===== src/design/decode_issue_pkg.sv =====
// Micro-op set, op-subset masks and widths for the decode-and-issue stage.
// The micro-op order fixes each op's bit position in an op_vec_t mask.
`default_nettype none

package decode_issue_pkg;

  localparam int XLEN       = 32;
  localparam int REG_ADDR_W = 5;
  localparam int NUM_OPS    = 8;

  // -------------------------------------------------------------------
  // Micro-ops
  // -------------------------------------------------------------------

  typedef enum logic [3:0] {
    UOP_ADD  = 4'd0,
    UOP_ADDI = 4'd1,
    UOP_MUL  = 4'd2,
    UOP_LW   = 4'd3,
    UOP_SW   = 4'd4,
    UOP_JAL  = 4'd5,
    UOP_JALR = 4'd6,
    UOP_BNE  = 4'd7,
    UOP_NONE = 4'd8
  } uop_e;

  // -------------------------------------------------------------------
  // Op-subset masks, one bit per real micro-op
  // -------------------------------------------------------------------

  typedef logic [NUM_OPS-1:0] op_vec_t;

  localparam op_vec_t OP_ADD_VEC  = 8'b0000_0001;
  localparam op_vec_t OP_ADDI_VEC = 8'b0000_0010;
  localparam op_vec_t OP_MUL_VEC  = 8'b0000_0100;
  localparam op_vec_t OP_LW_VEC   = 8'b0000_1000;
  localparam op_vec_t OP_SW_VEC   = 8'b0001_0000;
  localparam op_vec_t OP_JAL_VEC  = 8'b0010_0000;
  localparam op_vec_t OP_JALR_VEC = 8'b0100_0000;
  localparam op_vec_t OP_BNE_VEC  = 8'b1000_0000;
  localparam op_vec_t OP_ALL_VEC  = 8'b1111_1111;

  // Unsupported encodings map to an empty mask
  function automatic op_vec_t uop_to_vec(input uop_e uop);
    op_vec_t vec;
    case (uop)
      UOP_ADD:  vec = OP_ADD_VEC;
      UOP_ADDI: vec = OP_ADDI_VEC;
      UOP_MUL:  vec = OP_MUL_VEC;
      UOP_LW:   vec = OP_LW_VEC;
      UOP_SW:   vec = OP_SW_VEC;
      UOP_JAL:  vec = OP_JAL_VEC;
      UOP_JALR: vec = OP_JALR_VEC;
      UOP_BNE:  vec = OP_BNE_VEC;
      default:  vec = '0;
    endcase
    return vec;
  endfunction

endpackage

`default_nettype wire


===== src/design/decode_issue_unit.sv =====
// Decode-and-issue stage: fetch val/rdy in, NUM_PIPES execute lanes out.
// Issue is combinational in the cycle a fetch message is accepted.
// No bypass from the execute pipes; results come back on the c_ strobe.
`default_nettype none

module decode_issue_unit
  import decode_issue_pkg::*;
#(
  parameter int                            NUM_PIPES    = 3,
  parameter int                            SEQ_W        = 5,
  parameter op_vec_t [NUM_PIPES-1:0]       PIPE_SUBSETS = {NUM_PIPES{OP_ALL_VEC}}
) (
  input  logic                                 clk,
  input  logic                                 rst,
  // Fetch
  input  logic                                 f_val,
  output logic                                 f_rdy,
  input  logic [XLEN-1:0]                      f_inst,
  input  logic [XLEN-1:0]                      f_pc,
  input  logic [SEQ_W-1:0]                     f_seq_num,
  // Execute lanes
  output logic [NUM_PIPES-1:0]                 x_val,
  input  logic [NUM_PIPES-1:0]                 x_rdy,
  output logic [NUM_PIPES-1:0][XLEN-1:0]       x_pc,
  output logic [NUM_PIPES-1:0][SEQ_W-1:0]      x_seq_num,
  output logic [NUM_PIPES-1:0][XLEN-1:0]       x_op1,
  output logic [NUM_PIPES-1:0][XLEN-1:0]       x_op2,
  output logic [NUM_PIPES-1:0][XLEN-1:0]       x_imm,
  output logic [NUM_PIPES-1:0][REG_ADDR_W-1:0] x_waddr,
  output uop_e [NUM_PIPES-1:0]                 x_uop,
  // Completion
  input  logic                                 c_val,
  input  logic [REG_ADDR_W-1:0]                c_waddr,
  input  logic [XLEN-1:0]                      c_wdata,
  input  logic                                 c_wen
);

  uop_e                  uop;
  logic [REG_ADDR_W-1:0] rs1;
  logic [REG_ADDR_W-1:0] rs2;
  logic [REG_ADDR_W-1:0] rd;
  logic [XLEN-1:0]       imm;
  logic                  uses_rs1;
  logic                  uses_rs2;
  logic                  writes_rd;
  logic [XLEN-1:0]       rdata0;
  logic [XLEN-1:0]       rdata1;
  logic                  stall;
  logic                  issue;
  logic                  c_write;

  assign c_write = c_val && c_wen;

  inst_decoder u_decoder (
    .inst      (f_inst),
    .uop       (uop),
    .rs1       (rs1),
    .rs2       (rs2),
    .rd        (rd),
    .imm       (imm),
    .uses_rs1  (uses_rs1),
    .uses_rs2  (uses_rs2),
    .writes_rd (writes_rd)
  );

  reg_file u_reg_file (
    .clk    (clk),
    .rst    (rst),
    .raddr0 (rs1),
    .raddr1 (rs2),
    .rdata0 (rdata0),
    .rdata1 (rdata1),
    .wen    (c_write),
    .waddr  (c_waddr),
    .wdata  (c_wdata)
  );

  // Clears by address on any completion
  hazard_scoreboard u_scoreboard (
    .clk        (clk),
    .rst        (rst),
    .rs1        (rs1),
    .rs2        (rs2),
    .rd         (rd),
    .uses_rs1   (uses_rs1),
    .uses_rs2   (uses_rs2),
    .writes_rd  (writes_rd),
    .issue      (issue),
    .clear      (c_val),
    .clear_addr (c_waddr),
    .stall      (stall)
  );

  issue_router #(
    .NUM_PIPES    (NUM_PIPES),
    .SEQ_W        (SEQ_W),
    .PIPE_SUBSETS (PIPE_SUBSETS)
  ) u_router (
    .f_val     (f_val),
    .f_rdy     (f_rdy),
    .f_pc      (f_pc),
    .f_seq_num (f_seq_num),
    .uop       (uop),
    .rdata0    (rdata0),
    .rdata1    (rdata1),
    .imm       (imm),
    .rd        (rd),
    .writes_rd (writes_rd),
    .stall     (stall),
    .issue     (issue),
    .x_val     (x_val),
    .x_rdy     (x_rdy),
    .x_pc      (x_pc),
    .x_seq_num (x_seq_num),
    .x_op1     (x_op1),
    .x_op2     (x_op2),
    .x_imm     (x_imm),
    .x_waddr   (x_waddr),
    .x_uop     (x_uop)
  );

endmodule

`default_nettype wire


===== src/design/hazard_scoreboard.sv =====
// One pending bit per architectural register, tracked by address only.
// A clear in the current cycle already unblocks readers of that register.
// Set wins over clear when both hit the same register in one cycle.
`default_nettype none

module hazard_scoreboard
  import decode_issue_pkg::*;
(
  input  logic                  clk,
  input  logic                  rst,
  input  logic [REG_ADDR_W-1:0] rs1,
  input  logic [REG_ADDR_W-1:0] rs2,
  input  logic [REG_ADDR_W-1:0] rd,
  input  logic                  uses_rs1,
  input  logic                  uses_rs2,
  input  logic                  writes_rd,
  input  logic                  issue,
  input  logic                  clear,
  input  logic [REG_ADDR_W-1:0] clear_addr,
  output logic                  stall
);

  localparam int NUM_REGS = 2**REG_ADDR_W;

  logic [NUM_REGS-1:0] pending;
  logic [NUM_REGS-1:0] pending_nxt;
  logic [NUM_REGS-1:0] busy;

  always_comb begin
    pending_nxt = pending;
    if (clear) begin
      pending_nxt[clear_addr] = 1'b0;
    end
    // x0 never becomes pending
    if (issue && writes_rd && rd != '0) begin
      pending_nxt[rd] = 1'b1;
    end
  end

  always_ff @(posedge clk) begin
    if (rst) begin
      pending <= '0;
    end else begin
      pending <= pending_nxt;
    end
  end

  // Bits being cleared this cycle no longer block
  always_comb begin
    busy = pending;
    if (clear) begin
      busy[clear_addr] = 1'b0;
    end
  end

  assign stall = (uses_rs1  && rs1 != '0 && busy[rs1])
              || (uses_rs2  && rs2 != '0 && busy[rs2])
              || (writes_rd && rd  != '0 && busy[rd]);

endmodule

`default_nettype wire


===== src/design/inst_decoder.sv =====
// Decodes the TinyRV1 subset: add, addi, mul, lw, sw, jal, jalr, bne.
// Any other word gives UOP_NONE with all usage flags low and a zero imm.
// Register fields are passed through raw; the flags say which are real.
`default_nettype none

module inst_decoder
  import decode_issue_pkg::*;
(
  input  logic [XLEN-1:0]       inst,
  output uop_e                  uop,
  output logic [REG_ADDR_W-1:0] rs1,
  output logic [REG_ADDR_W-1:0] rs2,
  output logic [REG_ADDR_W-1:0] rd,
  output logic [XLEN-1:0]       imm,
  output logic                  uses_rs1,
  output logic                  uses_rs2,
  output logic                  writes_rd
);

  // Major opcodes used by the subset
  typedef enum logic [6:0] {
    OPC_OP     = 7'b0110011,
    OPC_OP_IMM = 7'b0010011,
    OPC_LOAD   = 7'b0000011,
    OPC_STORE  = 7'b0100011,
    OPC_JAL    = 7'b1101111,
    OPC_JALR   = 7'b1100111,
    OPC_BRANCH = 7'b1100011
  } opcode_e;

  opcode_e     opcode;
  logic [2:0]  funct3;
  logic [6:0]  funct7;

  logic [XLEN-1:0] imm_i;
  logic [XLEN-1:0] imm_s;
  logic [XLEN-1:0] imm_b;
  logic [XLEN-1:0] imm_j;

  assign opcode = opcode_e'(inst[6:0]);
  assign funct3 = inst[14:12];
  assign funct7 = inst[31:25];

  assign rs1 = inst[19:15];
  assign rs2 = inst[24:20];
  assign rd  = inst[11:7];

  // -------------------------------------------------------------------
  // Immediate formats
  // -------------------------------------------------------------------

  assign imm_i = {{20{inst[31]}}, inst[31:20]};
  assign imm_s = {{20{inst[31]}}, inst[31:25], inst[11:7]};
  assign imm_b = {{19{inst[31]}}, inst[31], inst[7], inst[30:25], inst[11:8], 1'b0};
  assign imm_j = {{11{inst[31]}}, inst[31], inst[19:12], inst[20], inst[30:21], 1'b0};

  // -------------------------------------------------------------------
  // Op select and register usage
  // -------------------------------------------------------------------

  always_comb begin
    uop       = UOP_NONE;
    imm       = '0;
    uses_rs1  = 1'b0;
    uses_rs2  = 1'b0;
    writes_rd = 1'b0;

    case (opcode)
      OPC_OP: begin
        if (funct3 == 3'b000 && funct7 == 7'b0000000) begin
          uop = UOP_ADD;
        end else if (funct3 == 3'b000 && funct7 == 7'b0000001) begin
          uop = UOP_MUL;
        end
        if (uop != UOP_NONE) begin
          uses_rs1  = 1'b1;
          uses_rs2  = 1'b1;
          writes_rd = 1'b1;
        end
      end
      OPC_OP_IMM: begin
        if (funct3 == 3'b000) begin
          uop       = UOP_ADDI;
          imm       = imm_i;
          uses_rs1  = 1'b1;
          writes_rd = 1'b1;
        end
      end
      OPC_LOAD: begin
        if (funct3 == 3'b010) begin
          uop       = UOP_LW;
          imm       = imm_i;
          uses_rs1  = 1'b1;
          writes_rd = 1'b1;
        end
      end
      OPC_STORE: begin
        if (funct3 == 3'b010) begin
          uop      = UOP_SW;
          imm      = imm_s;
          uses_rs1 = 1'b1;
          uses_rs2 = 1'b1;
        end
      end
      OPC_JAL: begin
        uop       = UOP_JAL;
        imm       = imm_j;
        writes_rd = 1'b1;
      end
      OPC_JALR: begin
        if (funct3 == 3'b000) begin
          uop       = UOP_JALR;
          imm       = imm_i;
          uses_rs1  = 1'b1;
          writes_rd = 1'b1;
        end
      end
      OPC_BRANCH: begin
        // Only bne among the branches
        if (funct3 == 3'b001) begin
          uop      = UOP_BNE;
          imm      = imm_b;
          uses_rs1 = 1'b1;
          uses_rs2 = 1'b1;
        end
      end
      default: begin
        uop = UOP_NONE;
      end
    endcase
  end

endmodule

`default_nettype wire


===== src/design/issue_router.sv =====
// Forms the execute message and steers it to the lowest-numbered ready pipe
// whose op subset holds the micro-op. Lane valid depends on lane ready.
// Unsupported words are consumed with no lane raised.
`default_nettype none

module issue_router
  import decode_issue_pkg::*;
#(
  parameter int                            NUM_PIPES    = 3,
  parameter int                            SEQ_W        = 5,
  parameter op_vec_t [NUM_PIPES-1:0]       PIPE_SUBSETS = {NUM_PIPES{OP_ALL_VEC}}
) (
  input  logic                                 f_val,
  output logic                                 f_rdy,
  input  logic [XLEN-1:0]                      f_pc,
  input  logic [SEQ_W-1:0]                     f_seq_num,
  input  uop_e                                 uop,
  input  logic [XLEN-1:0]                      rdata0,
  input  logic [XLEN-1:0]                      rdata1,
  input  logic [XLEN-1:0]                      imm,
  input  logic [REG_ADDR_W-1:0]                rd,
  input  logic                                 writes_rd,
  input  logic                                 stall,
  output logic                                 issue,
  output logic [NUM_PIPES-1:0]                 x_val,
  input  logic [NUM_PIPES-1:0]                 x_rdy,
  output logic [NUM_PIPES-1:0][XLEN-1:0]       x_pc,
  output logic [NUM_PIPES-1:0][SEQ_W-1:0]      x_seq_num,
  output logic [NUM_PIPES-1:0][XLEN-1:0]       x_op1,
  output logic [NUM_PIPES-1:0][XLEN-1:0]       x_op2,
  output logic [NUM_PIPES-1:0][XLEN-1:0]       x_imm,
  output logic [NUM_PIPES-1:0][REG_ADDR_W-1:0] x_waddr,
  output uop_e [NUM_PIPES-1:0]                 x_uop
);

  op_vec_t               uop_vec;
  logic                  is_none;
  logic                  uses_op2;
  logic [XLEN-1:0]       op1;
  logic [XLEN-1:0]       op2;
  logic [REG_ADDR_W-1:0] waddr;
  logic [NUM_PIPES-1:0]  cand;
  logic [NUM_PIPES-1:0]  sel;
  logic                  found;

  // -------------------------------------------------------------------
  // Operands
  // -------------------------------------------------------------------

  assign uop_vec  = uop_to_vec(uop);
  assign is_none  = (uop == UOP_NONE);
  assign uses_op2 = |(uop_vec & (OP_ADD_VEC | OP_MUL_VEC | OP_SW_VEC | OP_BNE_VEC));

  // jal links from the pc
  assign op1   = (uop == UOP_JAL) ? f_pc : rdata0;
  assign op2   = uses_op2 ? rdata1 : '0;
  assign waddr = writes_rd ? rd : '0;

  // -------------------------------------------------------------------
  // Pipe select, lowest index first
  // -------------------------------------------------------------------

  always_comb begin
    sel   = '0;
    found = 1'b0;
    for (int i = 0; i < NUM_PIPES; i++) begin
      cand[i] = x_rdy[i] && (|(PIPE_SUBSETS[i] & uop_vec));
      if (cand[i] && !found) begin
        sel[i] = 1'b1;
        found  = 1'b1;
      end
    end
  end

  assign f_rdy = is_none || (!stall && found);
  assign issue = f_val && !is_none && !stall && found;
  assign x_val = issue ? sel : '0;

  // Same message on every lane, only x_val tells them apart
  always_comb begin
    for (int i = 0; i < NUM_PIPES; i++) begin
      x_pc[i]      = f_pc;
      x_seq_num[i] = f_seq_num;
      x_op1[i]     = op1;
      x_op2[i]     = op2;
      x_imm[i]     = imm;
      x_waddr[i]   = waddr;
      x_uop[i]     = uop;
    end
  end

endmodule

`default_nettype wire


===== src/design/reg_file.sv =====
// 32 x 32 register file, two read ports and one write port.
// x0 always reads zero. A same-cycle write is forwarded to the reads.
`default_nettype none

module reg_file
  import decode_issue_pkg::*;
(
  input  logic                  clk,
  input  logic                  rst,
  input  logic [REG_ADDR_W-1:0] raddr0,
  input  logic [REG_ADDR_W-1:0] raddr1,
  output logic [XLEN-1:0]       rdata0,
  output logic [XLEN-1:0]       rdata1,
  input  logic                  wen,
  input  logic [REG_ADDR_W-1:0] waddr,
  input  logic [XLEN-1:0]       wdata
);

  logic [XLEN-1:0] regs [2**REG_ADDR_W];
  logic            wr_live;

  assign wr_live = wen && (waddr != '0);

  always_ff @(posedge clk) begin
    if (rst) begin
      regs <= '{default: '0};
    end else if (wr_live) begin
      regs[waddr] <= wdata;
    end
  end

  // Write-through, so a completing value is usable in the same cycle
  assign rdata0 = (wr_live && waddr == raddr0) ? wdata : regs[raddr0];
  assign rdata1 = (wr_live && waddr == raddr1) ? wdata : regs[raddr1];

endmodule

`default_nettype wire


===== config.mk =====
export PLATFORM = sky130hd
export DESIGN_NAME = decode_issue_unit
export DESIGN_NICKNAME = d
export VERILOG_FILES = /design/src/design/decode_issue_pkg.sv /design/src/design/decode_issue_unit.sv /design/src/design/hazard_scoreboard.sv /design/src/design/inst_decoder.sv /design/src/design/issue_router.sv /design/src/design/reg_file.sv
export SDC_FILE = /design/constraint.sdc
export NUM_CORES = 2
export LEC_CHECK = 0
export ABC_AREA = 0
export BUFFER_PORTS_ARGS = -buffer_cell sky130_fd_sc_hd__buf_2
export CORE_ASPECT_RATIO = 0.75
export CORE_MARGIN = 5
export CORE_UTILIZATION = 55
export CTS_BUF_LIST = sky130_fd_sc_hd__clkbuf_2 sky130_fd_sc_hd__clkbuf_4 sky130_fd_sc_hd__clkbuf_8
export DETAILED_ROUTE_END_ITERATION = 16
export PLACE_DENSITY = 0.72
export SYNTH_ARGS = -nofsm -noshare
export SYNTH_HDL_FRONTEND = slang
export SYNTH_SLANG_ARGS = --single-unit

===== constraint.sdc =====
create_clock -name clk -period 4.5 [get_ports clk]
set_input_delay 0.45 -clock clk [delete_from_list [all_inputs] [get_ports clk]]
set_output_delay 0.45 -clock clk [all_outputs]
set_load 0.05 [all_outputs]

==> flow_metrics.py <==
metrics = {
    "finish": {
        "area_growth_pct": 9.53,
        "fillers": 8640,
        "regArea_um2": 21100,
        "drive_gt1_share_pct": 27.5,
        "nets": 6424,
        "multi_input_area_um2": 31900,
        "finalNonFillerCells": 7852,
    },
    "sta": {
        "period_share_pct": 95.9,
        "min_period_ps": 4320,
        "final.setup.worst_slack_ps": 183,
        "final_hold_viol_count": 0,
        "setup_viol": 0,
        "rsz0062_at_grt": "no",
        "finalMaxSlewViolations": 0,
        "relSlewSlack_pct": 18.1,
        "tightest_slew_ps": 1220,
        "setup_tns_ps": 0,
        "fmax_ghz": 0.232,
        "clock_skew_ps": 14.2,
    },
    "detailed_routing": {
        "avgRoutedWirePerCell_um": 28.8,
        "vias_per_cell": 6.71,
        "dr.pass1.iters": 9,
        "drc": 0,
        "drtIter0Drc": 9586,
        "detail-route-antenna-nets": 0,
        "vias": 52700,
        "drt-total-wl_um": 226000,
    },
    "synth": {
        "yosys.cell_types.count": 85,
        "synth_seq_cells": 1056,
        "ys.flop_type": "dfxtp_1",
        "synth_warnings": 0,
        "syn_inst": 6393,
        "synthArstFlopShare_pct": 0,
        "syn_nets": 6507,
        "yosysMostFrequentCell": "nand2_1",
        "syn_avg_cell_area_um2": 9.05,
        "synth_area_leaders": "dfxtp_1 (37%), mux4_2 (25%), nand2_1 (13%)",
        "yosys.area.top_type": "dfxtp_1",
        "synth_top_area_share_pct": 36.6,
        "synth-edff-count": 0,
        "ys_seq_area_share_pct": 36.6,
        "netlist_area_um2": 57800,
        "synth_commonest_cells": "nand2_1 (2062), dfxtp_1 (1056), a21oi_1 (1028)",
    },
    "placed_design": {
        "port_buffers": 523,
        "dp_hpwl_um": 135000,
        "place_congestion": 1.01,
        "place_inst": 7560,
        "pre_cts_slack_ps": 357,
    },
    "clocking": {
        "cts-resized-gates": 0,
        "ctsRootBufferMaster": "clkbuf_8",
        "clock_sinks": 1056,
        "insertion_delay_ps": 860,
        "htreeDepth": 4,
        "cts-buffers-inserted": 164,
        "cts_tree": "done",
        "clockBufferDepth": 3,
        "cts.reportedPaths.clkPinSlew_ps": 60,
    },
    "global_route": {
        "grt_overflow": 0,
        "antenna_found_initial": 10,
        "grt_pass1_vias": 49100,
        "grt_max_degree": 181,
        "grt_pass1_wl_um": 326000,
        "grtUsageTotal_pct": 39.0,
    },
    "floorplan": {
        "start_util_pct": 55.2,
        "io_pins": 544,
        "fp-row-count": 103,
        "die_y_um": 291,
        "design.core.area_um2": 105000,
        "fp.dieArea_um2": 112000,
        "dieWidth_um": 384,
    },
    "worst_setup_path": {
        "critPathCaptureType": "primary output",
        "criticalPathCategory": "register to primary output",
        "cp_data_arrival_time_ps": 3870,
        "cp_max_fo": 3,
        "required_ps": 4050,
        "start_kind": "register",
    },
    "pwr": {
        "pwr-share-clk_pct": 44.3,
        "p_comb_share_pct": 9.3,
        "ir_drop_mv": 0.315,
        "power_density_nw_per_um2": 320,
        "switching_share_pct": 26.5,
        "p_int_mw": 14.9,
        "p_sw_mw": 5.37,
        "power_frac_seq_pct": 46.4,
        "finalPower_mw": 20.3,
        "p_leak_nw": 21.9,
    },
    "run_status": {
        "run_status": "completed",
    },
    "worst_hold_path": {
        "hold_class": "input pin to register",
    },
    "flow_run": {
        "cap_violations": 0,
    },
}
==> kinds of logic (layout without fill, tap and decap cells) <==
family	count (synthesis)	in the layout	share of synthesized area, %
buffers and inverters	991	1025	8.94
multiplexers	717	717	26.3
flip-flops	1056	1056	36.6
XOR/XNOR	15	15	0.227
other	0	8	0
AND/OR/NAND/NOR	2358	2358	16.2
AO/OA/AOI/OAI	1256	1256	11.7
==> final timing paths <==
| kind | startpoint | end | slack [ps] | cells past startpoint |
|---|---|---|---|---|
| worst max-delay path | u_reg_file.regs[63] | x_op1[95] | 180 | 7 |
| worst max register to register | u_scoreboard.pending[1] | u_scoreboard.pending[4] | 1930 | 8 |
| worst min register to register | u_reg_file.regs[853] | u_reg_file.regs[853] | 470 | 2 |
| worst min-delay path | rst | u_reg_file.regs[351] | 80 | 2 |
==> power by group through the flow <==
stage	Sequential (mW)	Combinational [mW]	Clock, mW
floorplan	9.61	1.37	0
global placement	9.61	1.82	0
detailed placement	9.62	1.83	0
CTS	9.41	1.83	8.96
global route	9.41	1.93	9.37
finish	9.41	1.88	8.99
==> metrics by stage <==
| stage | cell area, um2 | hold slack (ps) | util [%] |
|---|---|---|---|
| detailed placement | 59700 | 455 | 57.0 |
| finish | 63300 | 76.1 | 60.5 |
| global placement | 59700 | 448 | 57.0 |
| floorplan | 57800 | 441 | - |
| CTS | 63300 | 38.0 | 60.4 |
| global route | 63300 | 89.8 | 60.4 |
==> state kept, by name, summed over array words and instances, names as in the netlist <==
| signal | flops |
|---|---|
| u_reg_file.regs | 1024 |
| u_scoreboard.pending | 32 |
==> timing repair <==
item	4_1_cts	5_1_grt
buffers inserted	0	0
endpoints found under the hold margin	2	0
hold buffers	1	0
==> cells in the final DEF, fill, tap and decap left out, types with 62 or more instances in the layout <==
cell type | Yosys | final
mux4_2 | 644 | 644
nand2_1 | 2062 | 2043
mux2i_1 | 70 | 70
a21oi_1 | 1028 | 1027
nor2_1 | 124 | 94
clkbuf_8 | 2 | 208
o21ai_0 | 62 | 62
dfxtp_1 | 1056 | 1056
buf_4 | 339 | 164
buf_2 | 36 | 509
==> final cells by class <==
cell class              count  share of cell area (%)
diodes                      8                  0.0316
clock buffers             255                    5.08
clock inverters            28                   0.589
inverters                  10                  0.0593
multi-input cells        4346                    50.3
flip-flops and latches   1056                    33.4
well taps                1417                    2.80
repair buffers            732                    7.76
==> per-layer routing <==
| layer | vias up | wire length [um] | global-route usage (%) |
|---|---|---|---|
| li1 | 21800 | - | - |
| met1 | 25400 | 82000 | 53.4 |
| met2 | 4523 | 92700 | 53.6 |
| met3 | 968 | 37500 | 14.5 |
| met4 | 6 | 14100 | 21.2 |
| met5 | - | 31 | 0 |
==> worst max-delay path, cell delays in order, from the launching register on <==
cell	delay (ps)
dfxtp_1	330
mux4_2	450
mux4_2	520
mux2i_1	470
nor2_1	90
a21oi_1	250
o21ai_0	460
buf_2	400
(Power assumes the default switching activity.)
